## config.mk

```make
export PLATFORM = sky130hd
export DESIGN_NAME = pattern_matcher
export DESIGN_NICKNAME = d
export VERILOG_FILES = /design/src/common/board_pkg.sv /design/src/common/score_pkg.sv /design/src/pattern_scan/pattern_matcher.sv
export SDC_FILE = /design/constraint.sdc
export NUM_CORES = 1
export LEC_CHECK = 0
export ABC_CLOCK_PERIOD_IN_PS = 3850
export BUFFER_PORTS_ARGS = -buffer_cell sky130_fd_sc_hd__buf_2
export CORE_MARGIN = 2
export CORE_UTILIZATION = 30
export DETAILED_ROUTE_END_ITERATION = 10
export GPL_ROUTABILITY_DRIVEN = 0
export PLACE_DENSITY = 0.7
export RECOVER_POWER = 50
export SKIP_LAST_GASP = 1
export SLEW_MARGIN = 20
export SYNTH_ARGS = -nofsm -noshare
export SYNTH_HDL_FRONTEND = slang
export SYNTH_SLANG_ARGS = --single-unit
```

## constraint.sdc

```tcl
create_clock -name i_clk -period 3.85 [get_ports i_clk]
set_input_delay 1.155 -clock i_clk [delete_from_list [all_inputs] [get_ports i_clk]]
set_output_delay 1.155 -clock i_clk [all_outputs]
set_load 0.03 [all_outputs]
```

## src/common/board_pkg.sv

```systemverilog
package board_pkg;

    // side length of the square board.
    localparam int BOARD_SIZE = 15;

    // stone code of one cell. 2'd3 is never legal.
    typedef enum logic [1:0] {
        CELL_BLACK = 2'd0,
        CELL_WHITE = 2'd1,
        CELL_EMPTY = 2'd2
    } cell_e;

    // bit view of the same code.
    typedef struct packed {
        logic empty; // no stone.
        logic white; // stone colour when not empty.
    } cell_bits_t;

    // one cell seen either as a stone code or as two flags.
    // the matcher uses the flags so a single compare covers either color.
    typedef union packed {
        cell_e      kind;
        cell_bits_t bits;
    } cell_u;

endpackage

```

## src/common/score_pkg.sv

```systemverilog
package score_pkg;

    // hit flag positions, one per kept pattern.
    typedef enum logic [2:0] {
        PAT_FIVE       = 3'd0,
        PAT_OPEN_FOUR  = 3'd1,
        PAT_BLK_FOUR_O = 3'd2, // open end before the four.
        PAT_BLK_FOUR_R = 3'd3, // open end after the four.
        PAT_OPEN_THREE = 3'd4,
        PAT_OPEN_TWO   = 3'd5
    } pat_e;

    localparam int N_PAT = 6;

    typedef logic [N_PAT-1:0] pat_vec_t;

    // longest kept pattern, in cells.
    localparam int MAX_PAT_LEN = 6;

    localparam logic [31:0] W_FIVE       = 32'd1000000;
    localparam logic [31:0] W_OPEN_FOUR  = 32'd100000;
    localparam logic [31:0] W_BLK_FOUR   = 32'd10000;
    localparam logic [31:0] W_OPEN_THREE = 32'd1000;
    localparam logic [31:0] W_OPEN_TWO   = 32'd100;

    localparam int SCORE_W = 32;

endpackage

```

## src/pattern_scan/pattern_matcher.sv

```systemverilog
`timescale 1ns/1ps

module pattern_matcher #(
    parameter int LINE_LEN = 15,
    parameter int POS      = 0
) (
    input  logic                           i_clk,
    input  logic                           i_rst_n,
    input  board_pkg::cell_u [LINE_LEN-1:0] i_line,
    output score_pkg::pat_vec_t             o_black_hits,
    output score_pkg::pat_vec_t             o_white_hits
);

    import board_pkg::*;
    import score_pkg::*;

    // pattern symbols, relative to the scoring color.
    localparam logic [1:0] SYM_OWN = 2'd0;
    localparam logic [1:0] SYM_OPP = 2'd1;
    localparam logic [1:0] SYM_EMP = 2'd2;

    localparam int PAT_LEN [N_PAT] = '{5, 6, 6, 6, 5, 6};

    // cells in increasing row order. unused tail is padding.
    localparam logic [1:0] PAT_SYM [N_PAT][MAX_PAT_LEN] = '{
        '{SYM_OWN, SYM_OWN, SYM_OWN, SYM_OWN, SYM_OWN, SYM_EMP},
        '{SYM_EMP, SYM_OWN, SYM_OWN, SYM_OWN, SYM_OWN, SYM_EMP},
        '{SYM_EMP, SYM_OWN, SYM_OWN, SYM_OWN, SYM_OWN, SYM_OPP},
        '{SYM_OPP, SYM_OWN, SYM_OWN, SYM_OWN, SYM_OWN, SYM_EMP},
        '{SYM_EMP, SYM_OWN, SYM_OWN, SYM_OWN, SYM_EMP, SYM_EMP},
        '{SYM_EMP, SYM_EMP, SYM_OWN, SYM_OWN, SYM_EMP, SYM_EMP}
    };

    cell_u [LINE_LEN+MAX_PAT_LEN-1:0] line_pad;
    pat_vec_t                         black_d;
    pat_vec_t                         white_d;

    function automatic logic sym_ok(cell_u c, logic [1:0] sym, logic own_white);
        case (sym)
            SYM_OWN: return !c.bits.empty && (c.bits.white == own_white);
            SYM_OPP: return !c.bits.empty && (c.bits.white != own_white);
            default: return c.bits.empty;
        endcase
    endfunction

    function automatic logic win_match(cell_u [MAX_PAT_LEN-1:0] win, int p,
                                       logic own_white);
        logic ok;
        ok = 1'b1;
        for (int k = 0; k < MAX_PAT_LEN; k++) begin
            if (k < PAT_LEN[p]) begin
                ok = ok && sym_ok(win[k], PAT_SYM[p][k], own_white);
            end
        end
        return ok;
    endfunction

    // pad past the last row so every window slice exists.
    always_comb begin
        for (int i = 0; i < MAX_PAT_LEN; i++) begin
            line_pad[LINE_LEN+i].kind = CELL_EMPTY;
        end
        line_pad[LINE_LEN-1:0] = i_line;
    end

    for (genvar p = 0; p < N_PAT; p++) begin : g_pat
        if (POS + PAT_LEN[p] <= LINE_LEN) begin : g_fit
            assign black_d[p] = win_match(line_pad[POS +: MAX_PAT_LEN], p, 1'b0);
            assign white_d[p] = win_match(line_pad[POS +: MAX_PAT_LEN], p, 1'b1);
        end else begin : g_tie
            // runs off the board here.
            assign black_d[p] = 1'b0;
            assign white_d[p] = 1'b0;
        end
    end

    always_ff @(posedge i_clk) begin
        if (!i_rst_n) begin
            o_black_hits <= '0;
            o_white_hits <= '0;
        end else begin
            o_black_hits <= black_d;
            o_white_hits <= white_d;
        end
    end

    a_one_five: assert property (@(posedge i_clk) disable iff (!i_rst_n)
        !(o_black_hits[PAT_FIVE] && o_white_hits[PAT_FIVE]));

endmodule

```

## Word level (Yosys, flattened, before mapping)

Index checks and enable logic that the tools add are counted.

| storage, ports and cells | value |
|---|---|
| register bits | 12 |
| bits in latches | 0 |
| memory bits (writable) | 0 |
| memory bits (read-only) | 0 |
| input port bits | 32 |
| output and inout bits | 12 |
| word-level logic and storage cells | 67 |
| memories kept | 0 |

| cells by class | value |
|---|---|
| add/sub/neg operators | 0 |
| multipliers | 0 |
| divide/modulo/power cells | 0 |
| magnitude comparators | 0 |
| eq/ne operators | 0 |
| shift-type cells | 0 |
| mux-type cells | 0 |
| bitwise gates (word level) | 6 |
| reduce and logical (&&, ||, !) cells | 59 |

Operators by type and width:

| kind | number |
|---|---|
| $logic_and A1 B1 Y1 | 53 |
| $logic_not A1 Y1 | 6 |
| $not A1 Y1 | 6 |

## Longest topological paths before layout

| depth | value |
|---|---|
| word-level depth | 7 |
| mapped depth | 3 |
| depth with buffers taken out | 2 |

## Worst setup path before layout

OpenSTA, ideal clock, no wires.

| timing | value |
|---|---|
| path kind | input -> register |
| from | input i_line[5] (netlist bit) |
| to | register o_black_hits[0] |
| library setup time | 0.088 ns |
| arrival time | 2.019 ns |
| required time | 3.762 ns |
| setup slack | 1.743 ns |
| cell stages on the path | 3 |
| path buffers | 1 |
| cells stage by stage | or4_4 -> buf_6 -> nor4_2 |

| between the ends | value |
|---|---|
| longest elaborated chain between the ends | 5 |

RTL lines:

| item | line | RTL |
|---|---|---|
| start, declared | pattern_matcher.sv:9 | `input board_pkg::cell_u [LINE_LEN-1:0] i_line,` |
| $logic_not A1 Y1 | pattern_matcher.sv:40 | `SYM_OWN: return !c.bits.empty && (c.bits.white == own_white);` |
| $logic_and A1 B1 Y1 | pattern_matcher.sv:40 |  |
| $logic_and A1 B1 Y1 (3 in series) | pattern_matcher.sv:52 | `ok = ok && sym_ok(win[k], PAT_SYM[p][k], own_white);` |
| end signal, assigned | pattern_matcher.sv:82 | `o_black_hits <= black_d;` |
| end, declared | pattern_matcher.sv:10 | `output score_pkg::pat_vec_t o_black_hits,` |

Every way passes these cells.
A chain may end at the register's enable or synchronous reset.

## Worst setup path in the final report

| timing | value |
|---|---|
| from | input i_line[5] (netlist bit) |
| to | register o_black_hits[2] |

| between the ends | value |
|---|---|
| longest elaborated chain between the ends | 6 |

RTL lines:

| item | line |
|---|---|
| $logic_not A1 Y1 | pattern_matcher.sv:40 |
| $logic_and A1 B1 Y1 | pattern_matcher.sv:40 |
| $logic_and A1 B1 Y1 (4 in series) | pattern_matcher.sv:52 |

Every way passes these cells.

==> results.json <==
{
  "pwr-share-comb": 0.084,
  "vdd_ir_drop_max_uv": 166,
  "top_layer": "met4",
  "final_common_cell": "buf_2",
  "outcome": "completed",
  "post-route-period-util": 0.538,
  "cts_setup_buffers": 0,
  "worst_pin_slew_ns": 0.361,
  "synth-compound-area-share": 0,
  "routedWlPerCell_um": 11.2,
  "max_freq_mhz": 483,
  "cts_buffers": 3,
  "end_kind": "flop",
  "diodes": 0,
  "p_int_uw": 168,
  "die_x_um": 42.0,
  "clock_power_share": 0.327,
  "num_vias": 380,
  "synth_top_area_share": 0.553,
  "rsz0062_at_grt": "false",
  "cts_resized": 0,
  "worstPathCellList": "buf_2 -> or4_1 -> nor4_2",
  "worstSetupPathType": "in2reg",
  "synthSimpleGateAreaFrac": 0.395,
  "grt_pass1_wl_mm": 1.45,
  "h-tree-depth": 1,
  "switching_share": 0.205,
  "cts_sinks": 12,
  "cellLeakagePower_nw": 0.239,
  "numPortBuffers": 25,
  "multi_input_area_sq_um": 168,
  "cts_tree": "built",
  "drt-vias-per-instance": 4.75,
  "synth.area.top_cells": "dfxtp_1 55%, nor4_2 12%, nor4_1 5.8%",
  "muxShareOfSynthArea": 0,
  "synth_top_family_by_area": "simple AND/OR/NAND/NOR gates",
  "netlist_instances": 38,
  "drcViolationCount": 0,
  "ys_ff_latch": 12,
  "synth_fp_nets": 70,
  "maxCapViolCount": 0,
  "track_usage": 0.111,
  "p_switching_uw": 43.3,
  "placed_area_sq_um": 567,
  "dr_wl_met2_um": 393,
  "initialDrtViolationCount": 13,
  "cts_buffer_depth": 2,
  "synthToLayoutAreaGrowth_pct": 33.4,
  "synth_area_sq_um": 434,
  "grt_start_max_net_pins": 7,
  "dp.cells": 77,
  "initial_core_util": 0.326,
  "start_kind": "input port",
  "synthAdderAreaFrac": 0,
  "final_max_slew_viol_count": 0,
  "whs_ns": 1.07,
  "final_core_util": 0.434,
  "power_frac_seq": 0.588,
  "fin_crit_ns": 2.07,
  "synth.avg_cell_area_sq_um": 11.4,
  "yosys_warnings": 0,
  "tns_ns": 0,
  "antenna_found_initial": 0,
  "p_per_area_nw_per_um2": 365,
  "num_io_pins": 44,
  "setup_viol_count_final": 0,
  "instances_no_fill": 80,
  "n_fill_cell": 133,
  "final_cell_mix": "20 x buf_2, 12 x dfxtp_1, 5 x clkbuf_1",
  "dr_wl_met3_um": 92,
  "nNetsFinal": 99,
  "die_area_sq_um": 1770,
  "ys_seq_area_frac": 0.553,
  "drive_gt1_frac": 0.415,
  "yosysTopAreaCell": "dfxtp_1",
  "whs_path_depth": 2,
  "wl_met1_um": 395,
  "synth_cell_types": 13,
  "arrival_ns": 2.24,
  "root_buffer": "clkbuf_4",
  "finalHoldViolCount": 0,
  "cp_slowest_cell": "or4_1",
  "grt-ovfl-total": 0,
  "relSlewSlack": 0.761,
  "wirelength_um": 895,
  "hold_buffers": 0,
  "dr.pass1.iters": 4,
  "slowest_delay_ns": 0.68,
  "core_sq_um": 1330,
  "row_count": 13,
  "cp.required_ns": 4.02,
  "die_h_um": 42.0,
  "postRouteAntennaNets": 0,
  "synth_xor_area_frac": 0,
  "grt_pass1_vias": 328,
  "clkTransAtPathRegs_ns": 0.06,
  "hold_class": "in2reg",
  "register_area_sq_um": 240,
  "dp_hpwl_um": 718,
  "crit_path_max_fanout": 6,
  "fin_area_sq_um": 579
}
==> final timing paths <==
path	start	to	slack [ns]
worst min-delay path	i_line[10]	o_white_hits[2]	1.07
worst max-delay path	i_line[5]	o_black_hits[2]	1.78
==> per-layer routing <==
layer | vias to the layer above | global-route usage
met5 | - | 0
met4 | 0 | 0.0750
met3 | 2 | 0.0431
met2 | 25 | 0.156
met1 | 152 | 0.137
li1 | 201 | -
==> critical path: cells and delay by family <==
kind,cells,cell delay [ns]
buffers and inverters,1,0.10
AND/OR/NAND/NOR,2,0.98
==> metrics by stage <==
stage,setup slack [ns],power (mW)
finish,1.78,0.211
global route,1.73,0.222
CTS,1.86,0.215
detailed placement,1.59,0.145
global placement,1.62,0.145
floorplan,1.74,0.135
==> power by group through the flow <==
stage / clock, mW / combinational [mW] / sequential (mW)
6_report: 0.0692 / 0.0178 / 0.124
5_1_grt: 0.0779 / 0.0198 / 0.124
4_1_cts: 0.0728 / 0.0181 / 0.124
3_5_place_dp: 0 / 0.0181 / 0.127
3_3_place_gp: 0 / 0.0178 / 0.127
2_1_floorplan: 0 / 0.00740 / 0.127
==> registers in the layout (all words and copies together), names as in the netlist <==
signal,flops
o_white_hits,6
o_black_hits,6
==> cells in the mapped netlist <==
cell type and instances:
nand3_1 2, dfxtp_1 12, nand4bb_1 2, nand2b_1 1, nand3b_1 2, or4_1 1
nor4_1 4, nand2_1 1, nor4_2 4, or4_4 1, inv_1 3, nor3_1 4
buf_6 1
==> layout make-up <==
| class | instances | area share |
|---|---|---|
| clock buffer | 3 | 0.0389 |
| inverter | 3 | 0.0194 |
| timing repair buffer | 25 | 0.205 |
| tap | 15 | 0.0324 |
| sequential | 12 | 0.415 |
| multi-input combinational | 22 | 0.289 |
==> kinds of logic after synthesis <==
kind of cell           after synthesis
buffers and inverters                4
flip-flops                          12
AND/OR/NAND/NOR                     22
Note: power is estimated with default switching activity, not from simulation.
