**src/common/board_pkg.sv**
```systemverilog
package board_pkg;

    // side length of the square board.
    localparam int BOARD_SIZE = 15;

    // stone code of one cell. 2'd3 is never legal.
    typedef enum logic [1:0] {
        CELL_BLACK = 2'd0,
        CELL_WHITE = 2'd1,
        CELL_EMPTY = 2'd2
    } cell_e;

    // bit view of the same code.
    typedef struct packed {
        logic empty; // no stone.
        logic white; // stone colour when not empty.
    } cell_bits_t;

    // one cell seen either as a stone code or as two flags.
    // the matcher uses the flags so a single compare covers either color.
    typedef union packed {
        cell_e      kind;
        cell_bits_t bits;
    } cell_u;

endpackage

```
**src/verilog/line_feeder.sv**
```systemverilog
`timescale 1ns/1ps

module line_feeder #(
    parameter int LINE_LEN = 15
) (
    input  logic                                   i_clk,
    input  logic                                   i_rst_n,
    input  logic                                   i_start,
    input  board_pkg::cell_u [LINE_LEN*LINE_LEN-1:0] i_board,
    output board_pkg::cell_u [LINE_LEN-1:0]          o_line,
    output logic                                   o_line_valid,
    output logic                                   o_line_last
);

    import board_pkg::*;

    localparam int COL_W = $clog2(LINE_LEN);

    cell_u [LINE_LEN*LINE_LEN-1:0] board_q;
    logic                          busy;
    logic [COL_W-1:0]              col;
    logic                          col_end;
    logic                          bad_cell;

    assign col_end = (col == COL_W'(LINE_LEN - 1));

    // board snapshot, only taken when idle.
    always_ff @(posedge i_clk) begin
        if (i_start && !busy) begin
            board_q <= i_board;
        end
    end

    always_ff @(posedge i_clk) begin
        if (!i_rst_n) begin
            busy <= 1'b0;
            col  <= '0;
        end else if (!busy) begin
            if (i_start) begin
                busy <= 1'b1;
                col  <= '0;
            end
        end else begin
            col <= col + 1'b1;
            if (col_end) begin
                busy <= 1'b0; // column 14 goes out this cycle.
            end
        end
    end

    // column col, top row first.
    always_comb begin
        for (int r = 0; r < LINE_LEN; r++) begin
            o_line[r] = board_q[r*LINE_LEN + int'(col)];
        end
    end

    assign o_line_valid = busy;
    assign o_line_last  = busy && col_end;

    always_comb begin
        bad_cell = 1'b0;
        for (int i = 0; i < LINE_LEN*LINE_LEN; i++) begin
            if (!(board_q[i].kind inside {CELL_BLACK, CELL_WHITE, CELL_EMPTY})) begin
                bad_cell = 1'b1;
            end
        end
    end

    a_legal_board: assert property (@(posedge i_clk) disable iff (!i_rst_n)
        busy |-> !bad_cell);

endmodule

```
**config.mk**
```make
export PLATFORM = sky130hd
export DESIGN_NAME = line_feeder
export DESIGN_NICKNAME = d
export VERILOG_FILES = /design/src/common/board_pkg.sv /design/src/verilog/line_feeder.sv
export SDC_FILE = /design/constraint.sdc
export NUM_CORES = 1
export LEC_CHECK = 0
export BUFFER_PORTS_ARGS = -buffer_cell sky130_fd_sc_hd__buf_4
export CORE_ASPECT_RATIO = 0.9
export CORE_MARGIN = 8
export CORE_UTILIZATION = 47
export CTS_CLUSTER_DIAMETER = 100
export DETAILED_ROUTE_END_ITERATION = 16
export HOLD_SLACK_MARGIN = 0.1
export PLACE_DENSITY_LB_ADDON = 0.12
export SETUP_SLACK_MARGIN = 0.02
export SYNTH_ARGS = -nofsm -noshare
export SYNTH_HDL_FRONTEND = slang
export SYNTH_SLANG_ARGS = --single-unit
export TNS_END_PERCENT = 100
```
**constraint.sdc**
```tcl
create_clock -name i_clk -period 19.83 [get_ports i_clk]
set_input_delay 0 -clock i_clk [delete_from_list [all_inputs] [get_ports i_clk]]
set_output_delay 0 -clock i_clk [all_outputs]
set_load 0.02 [all_outputs]
```
==> flow_metrics.env, run 1 <==
export IMPL_status="stopped before the end"
export IMPL_haltStage="4_1_cts"
export IMPL_error_line="[ERROR RSZ-0060] Max buffer count reached."
export IMPL_seq_area_frac_synth_pct=59.8
export IMPL_placed_area_sq_um=26900
export IMPL_syn_nets=1560
export IMPL_yosys_area_top_type_share_pct=59.4
export IMPL_io_pins=485
export IMPL_cts_setup_buffers=0
export IMPL_ctsResizeCount=0
export IMPL_hpwl_um=49600
export IMPL_cts_num_sinks=455
export IMPL_syn_inst=1090
export IMPL_port_buffers=484
export IMPL_async_flop_share_pct=0
export IMPL_rows=76
export IMPL_numCtsBuffers=49
export IMPL_yosysWarnings=0
export IMPL_initial_core_util_pct=47.6
export IMPL_cts_buffer_depth=3
export IMPL_synth_area_sq_um=22800
export IMPL_htree_levels=2
export IMPL_die_h_um=225
export IMPL_synth_edf_count=450
export IMPL_yosys_top_cells_area="edfxtp_1 (59%), mux4_2 (31%), mux2_2 (0.99%)"
export IMPL_synth_cell_types=47
export IMPL_gp_congestion=0.845
export IMPL_synth_area_leader_cell="edfxtp_1"
export IMPL_die_w_um=248
export IMPL_ys_ff_latch=455
export IMPL_clock_root_buffer="clkbuf_16"
export IMPL_cts_hold_buf=445
export IMPL_synth_area_per_cell_sq_um=20.9
export IMPL_synth_common_cells="edfxtp_1 (450), mux4_2 (312), buf_2 (41), nand2_1 (32), mux2i_1 (21)"
export IMPL_yosysMostFrequentCell="edfxtp_1"
export IMPL_dp_cells=2131
export IMPL_synth_ff_type="edfxtp_1"
cell families after synthesis:
group / after synthesis / synth area share, %
AO/OA/AOI/OAI: 71 / 1.95
flip-flops: 455 / 59.8
buffers and inverters: 92 / 2.25
AND/OR/NAND/NOR: 96 / 2.06
XOR/XNOR: 6 / 0.231
adder cells (fa/ha/maj): 17 / 0.934
multiplexers: 353 / 32.8
metrics by stage:
stage               utilization (%)  hold WS [ns]  setup slack [ns]
floorplan                         -        0.0989              7.03
global placement               56.3         0.178             15.33
detailed placement             56.3         0.179             15.24
==> inputs of run 2 (changes only) <==
- CORE_ASPECT_RATIO: 0.9 -> not set
- CORE_UTILIZATION: 47 -> 32
- CTS_CLUSTER_DIAMETER: 100 -> not set
- HOLD_SLACK_MARGIN: 0.1 -> not set
- PLACE_DENSITY_LB_ADDON: 0.12 -> 0.15
- SETUP_SLACK_MARGIN: 0.02 -> not set
- clock period: 19.83 -> 25.8 ns (I/O delays scaled with it)
==> flow_metrics.env, run 2 <==
export IMPL_crit_arrival_ns=5.67
export IMPL_synth_area_per_cell_sq_um=20.9
export IMPL_rows=98
export IMPL_worstPathRequired_ns=25.80
export IMPL_setup_viol=0
export IMPL_antenna_found_initial=8
export IMPL_htree_levels=2
export IMPL_final_nets=2491
export IMPL_syn_to_final_growth_pct=48.3
export IMPL_path_class="flip-flop to primary output"
export IMPL_yosys_top_cells_area="edfxtp_1 (59%), mux4_2 (31%), mux2_2 (0.99%)"
export IMPL_ctsResizeCount=0
export IMPL_crit_fanout=44
export IMPL_power_leakage_nw=12.0
export IMPL_yosysMostFrequentCell="edfxtp_1"
export IMPL_hpwl_um=56300
export IMPL_synth_area_leader_cell="edfxtp_1"
export IMPL_seq_area_frac_synth_pct=59.8
export IMPL_yosys_area_top_type_share_pct=59.4
export IMPL_synth_ff_type="edfxtp_1"
export IMPL_numCtsBuffers=53
export IMPL_cts_tree="yes"
export IMPL_drc=0
export IMPL_rsz0062_at_grt="no"
export IMPL_slew_headroom_pct=25.7
export IMPL_cts_num_sinks=455
export IMPL_via_count=15300
export IMPL_drt_pass1_iter_count=5
export IMPL_async_flop_share_pct=0
export IMPL_cts_clk_slew_worst_paths_ns=0.06
export IMPL_ys_ff_latch=455
export IMPL_dieArea_sq_um=79900
export IMPL_finalWirelength_um=79000
export IMPL_cp_start_kind="flip-flop"
export IMPL_end_kind="primary output"
export IMPL_layout_cells_non_filler=3020
export IMPL_layout_commonest_cell="buf_4"
export IMPL_layout_common_cells="buf_4 (507), dlygate4sd3_1 (453), edfxtp_1 (450), mux4_2 (312), clkbuf_16 (55)"
export IMPL_worstSkewPairLatency_ns=0.60
export IMPL_cts_setup_buffers=0
export IMPL_fin_worst_skew_ns=0.0181
export IMPL_drt_iter0_drc=1034
export IMPL_drv_cap=0
export IMPL_grt_pass1_wl_um=114000
export IMPL_yosysWarnings=0
export IMPL_ir_drop_v=0.0000469
export IMPL_min_period_ns=5.67
export IMPL_io_pins=485
export IMPL_grt_max_degree=86
export IMPL_largest_reg_flops=450
export IMPL_syn_nets=1560
export IMPL_clock_root_buffer="clkbuf_16"
export IMPL_worst_pin_slew_ns=1.11
export IMPL_slew_viol_final=0
export IMPL_syn_inst=1090
export IMPL_dp_cells=2463
export IMPL_grt_pass1_vias=17200
export IMPL_timing_hold_violations_final=0
export IMPL_wl_per_cell_um=26.2
export IMPL_core_sq_um=71000
export IMPL_synth_cell_types=47
export IMPL_initial_core_util_pct=32.1
export IMPL_finalSetupTns_ns=0
export IMPL_grt_total_usage_pct=19.3
export IMPL_power_density_nw_per_um2=60.2
export IMPL_gp_congestion=0.797
export IMPL_largest_register="board_q"
export IMPL_period_share_pct=22.0
export IMPL_die_h_um=283
export IMPL_grt_overflow=0
export IMPL_synth_area_sq_um=22800
export IMPL_die_w_um=283
export IMPL_status="finished clean"
export IMPL_fmax_mhz=176
export IMPL_placed_area_sq_um=27300
export IMPL_synth_common_cells="edfxtp_1 (450), mux4_2 (312), buf_2 (41), nand2_1 (32), mux2i_1 (21)"
export IMPL_hold_class="input pin to flip-flop"
export IMPL_port_buffers=484
export IMPL_finalInstanceArea_sq_um=33800
export IMPL_cts_buffer_depth=3
export IMPL_vias_per_cell=5.07
export IMPL_ant_nets=0
export IMPL_synth_edf_count=450
export IMPL_num_fill_cells=5878
export IMPL_drive_gt1_share_pct=45.2
[run 2: cell counts after synthesis]
Identical to the previous run, type by type.
[run 2: metrics by stage]
stage	worst slack [ns]	total power (W)	hold slack, ns	utilization, %
after floorplan	4.32	0.00109	0.0989	-
after global placement	20.68	0.00118	0.179	38.5
after detailed placement	20.57	0.00118	0.179	38.5
after CTS	19.91	0.00206	0.0650	47.5
after global routing	19.68	0.00210	0.0902	47.5
final	20.13	0.00203	0.112	47.6
[run 2: cell type report]
type,count,area (sq um),share of cell area (%)
clock buffers,58,1390,4.11
multi-input cells,543,8700,25.8
inverters,8,30.0,0.0889
diodes,8,20.0,0.0593
repair buffers,960,8340,24.7
clock inverters,38,474,1.40
well taps,950,1190,3.52
flip-flops and latches,455,13600,40.3
[run 2: repair_timing]
item                       in CTS  in global routing
setup endpoints to repair       0                  0
hold buffers                  453                  0
hold endpoints to repair      485                  0
[run 2: routing by layer]
metal / vias to the layer above / global-route usage (%) / share of wire, %
met4: 0 / 5.28 / 2.5
met5: - / 0 / 0
met3: 115 / 3.71 / 5.6
met2: 548 / 34.4 / 53
met1: 7963 / 23.7 / 39
li1: 6698 / - / -
[run 2: where the power goes]
group / leakage, nW / switching, W / internal [W] / total, W
sequential: 4.33 / 0.0000278 / 0.000865 / 0.000892
combinational: 6.72 / 0.000132 / 0.000198 / 0.000330
clock: 0.907 / 0.000314 / 0.000496 / 0.000810
[run 2: cell families after synthesis]
| logic type | count (synthesis) | share of synthesized area, % |
|---|---|---|
| fa+ha+maj | 17 | 0.934 |
| buf+inv | 92 | 2.25 |
| flops | 455 | 59.8 |
| xor+xnor | 6 | 0.231 |
| mux | 353 | 32.8 |
| simple gates | 96 | 2.06 |
| compound gates | 71 | 1.95 |
[run 2: path summary, 6_finish.rpt]
kind | startpoint | slack (ns) | depth (start not counted) | end
setup / recovery | col[0]$_SDFFE_PN0P_ | 20.13 | 8 | o_line[6]
hold / removal | i_board[427] | 0.11 | 2 | board_q[427]$_DFFE_PP_
setup reg to reg | o_line_valid$_SDFF_PN0_ | 21.52 | 4 | board_q[20]$_DFFE_PP_
hold reg to reg | o_line_valid$_SDFF_PN0_ | 0.71 | 2 | col[1]$_SDFFE_PN0P_
[run 2: critical path: stages, from the launching register on]
cell and delay (ns):
dfxtp_4 0.83, inv_2 0.34, ha_4 0.82, buf_4 0.66, buf_4 0.67, mux4_2 0.60
mux4_2 0.52, mux2_2 0.32, buf_4 0.17
No activity file was read; power rests on OpenSTA's default activity.
==> inputs of run 3 (changes only) <==
- clock period: 25.8 -> 5.7 ns (I/O delays scaled with it)
==> flow_metrics.env, run 3 (synthesized netlist as in run 2, its figures left out) <==
export IMPL_dieArea_sq_um=79900
export IMPL_io_pins=485
export IMPL_slew_headroom_pct=11.9
export IMPL_worst_pin_slew_ns=1.32
export IMPL_finalPower_w=0.00895
export IMPL_hold_class="input pin to flip-flop"
export IMPL_grt_total_usage_pct=19.3
export IMPL_timing_hold_violations_final=0
export IMPL_grt_max_degree=203
export IMPL_rows=98
export IMPL_drive_gt1_share_pct=45.0
export IMPL_worstPathRequired_ns=5.70
export IMPL_ctsResizeCount=0
export IMPL_rsz0062_at_grt="no"
export IMPL_layout_common_cells="buf_4 (498), dlygate4sd3_1 (453), edfxtp_1 (450), mux4_2 (312), clkbuf_16 (55)"
export IMPL_min_period_ns=4.53
export IMPL_cts_num_sinks=455
export IMPL_crit_fanout=45
export IMPL_fmax_mhz=221
export IMPL_port_buffers=484
export IMPL_cts_buffer_depth=3
export IMPL_cts_clk_slew_worst_paths_ns=0.07
export IMPL_worstPathCellList="inv_2, ha_4, buf_12, mux4_2, mux4_2, mux2_2, buf_4"
export IMPL_wl_per_cell_um=25.9
export IMPL_cpPeakStageDelay_ns=0.81
export IMPL_min_from="i_board[63]"
export IMPL_initial_core_util_pct=32.1
export IMPL_clock_root_buffer="clkbuf_16"
export IMPL_placed_area_sq_um=27400
export IMPL_gp_congestion=0.798
export IMPL_antenna_found_initial=22
export IMPL_die_h_um=283
export IMPL_drt_iter0_drc=1273
export IMPL_end_kind="primary output"
export IMPL_power_density_nw_per_um2=265
export IMPL_ir_drop_v=0.000303
export IMPL_largest_reg_flops=450
export IMPL_drt_pass1_iter_count=7
export IMPL_largest_register="board_q"
export IMPL_cp_start_kind="flip-flop"
export IMPL_vias_per_cell=5.09
export IMPL_r2r_start="col[1]$_SDFFE_PN0P_"
export IMPL_fin_worst_skew_ns=0.0145
export IMPL_hpwl_um=55600
export IMPL_layout_commonest_cell="buf_4"
export IMPL_slew_viol_final=0
export IMPL_period_share_pct=79.5
export IMPL_crit_start="col[0]$_SDFFE_PN0P_"
export IMPL_status="finished clean"
export IMPL_cts_tree="yes"
export IMPL_power_leakage_nw=11.9
export IMPL_worstSkewPairLatency_ns=0.60
export IMPL_die_w_um=283
export IMPL_drv_cap=0
export IMPL_core_sq_um=71000
export IMPL_drc=0
export IMPL_grt_pass1_wl_um=114000
export IMPL_syn_to_final_growth_pct=48.0
export IMPL_whs_ns=0.108
export IMPL_pre_cts_ws_ns=1.60
export IMPL_grt_pass1_vias=17300
export IMPL_ant_nets=0
export IMPL_numCtsBuffers=54
export IMPL_cpMostUsedCell="mux4_2"
export IMPL_finalSetupTns_ns=0
export IMPL_grt_overflow=0
export IMPL_path_class="flip-flop to primary output"
export IMPL_htree_levels=2
export IMPL_setup_viol=0
export IMPL_final_nets=2487
export IMPL_via_count=15400
export IMPL_crit_arrival_ns=4.53
export IMPL_cts_setup_buffers=0
export IMPL_setup_ws_ns=1.17
export IMPL_finalWirelength_um=78500
export IMPL_cp_slowest_cell="ha_4"
export IMPL_finalInstanceArea_sq_um=33700
-- run 3: cell count changes in the layout (fill, tap and decap cells not counted), sizes merged, moves of 2 or more --
cell / before / now
clkbuf: 58 / 66
bufinv: 11 / 5
buf: 507 / 502
diode: 8 / 16
clkinvlp: 3 / 5
-- run 3: worst max-delay path, delay by kind of cell (launching register included) --
family	cells	cell delay, ns
multiplexers	3	1.38
buffers and inverters	3	0.86
adder cells (fa/ha/maj)	1	0.81
flip-flops	1	0.77
-- run 3: timing repair --
action / CTS / global route
hold buffers: 453 / 0
endpoints found under the setup margin: 0 / 0
hold endpoints to repair: 455 / 0
-- run 3: where the power goes --
group / internal [W] / switching, W / total [W]
Sequential: 0.00392 / 0.000124 / 0.00404
Clock: 0.00200 / 0.00141 / 0.00341
Combinational: 0.000899 / 0.000598 / 0.00150
-- run 3: stage by stage --
stage,utilization (%),cells
3_5_place_dp,38.6,2458
4_1_cts,47.4,3011
5_1_grt,47.5,3025
2_1_floorplan,-,1090
3_3_place_gp,38.6,2458
6_report,47.5,3027
-- run 3: layer usage --
metal  wire, um  share of wire, %  track usage, %
met4       1740               2.2            5.12
met1      30800                39            23.9
met2      41600                53            34.6
met3       4340               5.5            3.43
met5         63             0.080               0
-- run 3: layout make-up --
cell class	count	area, sq um
Clock inverter	34	338
Inverter	8	30.0
Tap cell	950	1190
Clock buffer	66	1420
Antenna cell	16	40.0
Timing Repair Buffer	955	8350
Fill cell	5932	37300
Multi-Input combinational cell	543	8710
Sequential cell	455	13600
-- run 3: worst paths after layout --
path / end / slack (ns) / depth (start not counted)
max reg2reg: col[3]$_SDFFE_PN0P_ / 2.48 / 7
min reg2reg: col[1]$_SDFFE_PN0P_ / 0.61 / 2
min: board_q[63]$_DFFE_PP_ / 0.11 / 2
max: o_line[10] / 1.17 / 7
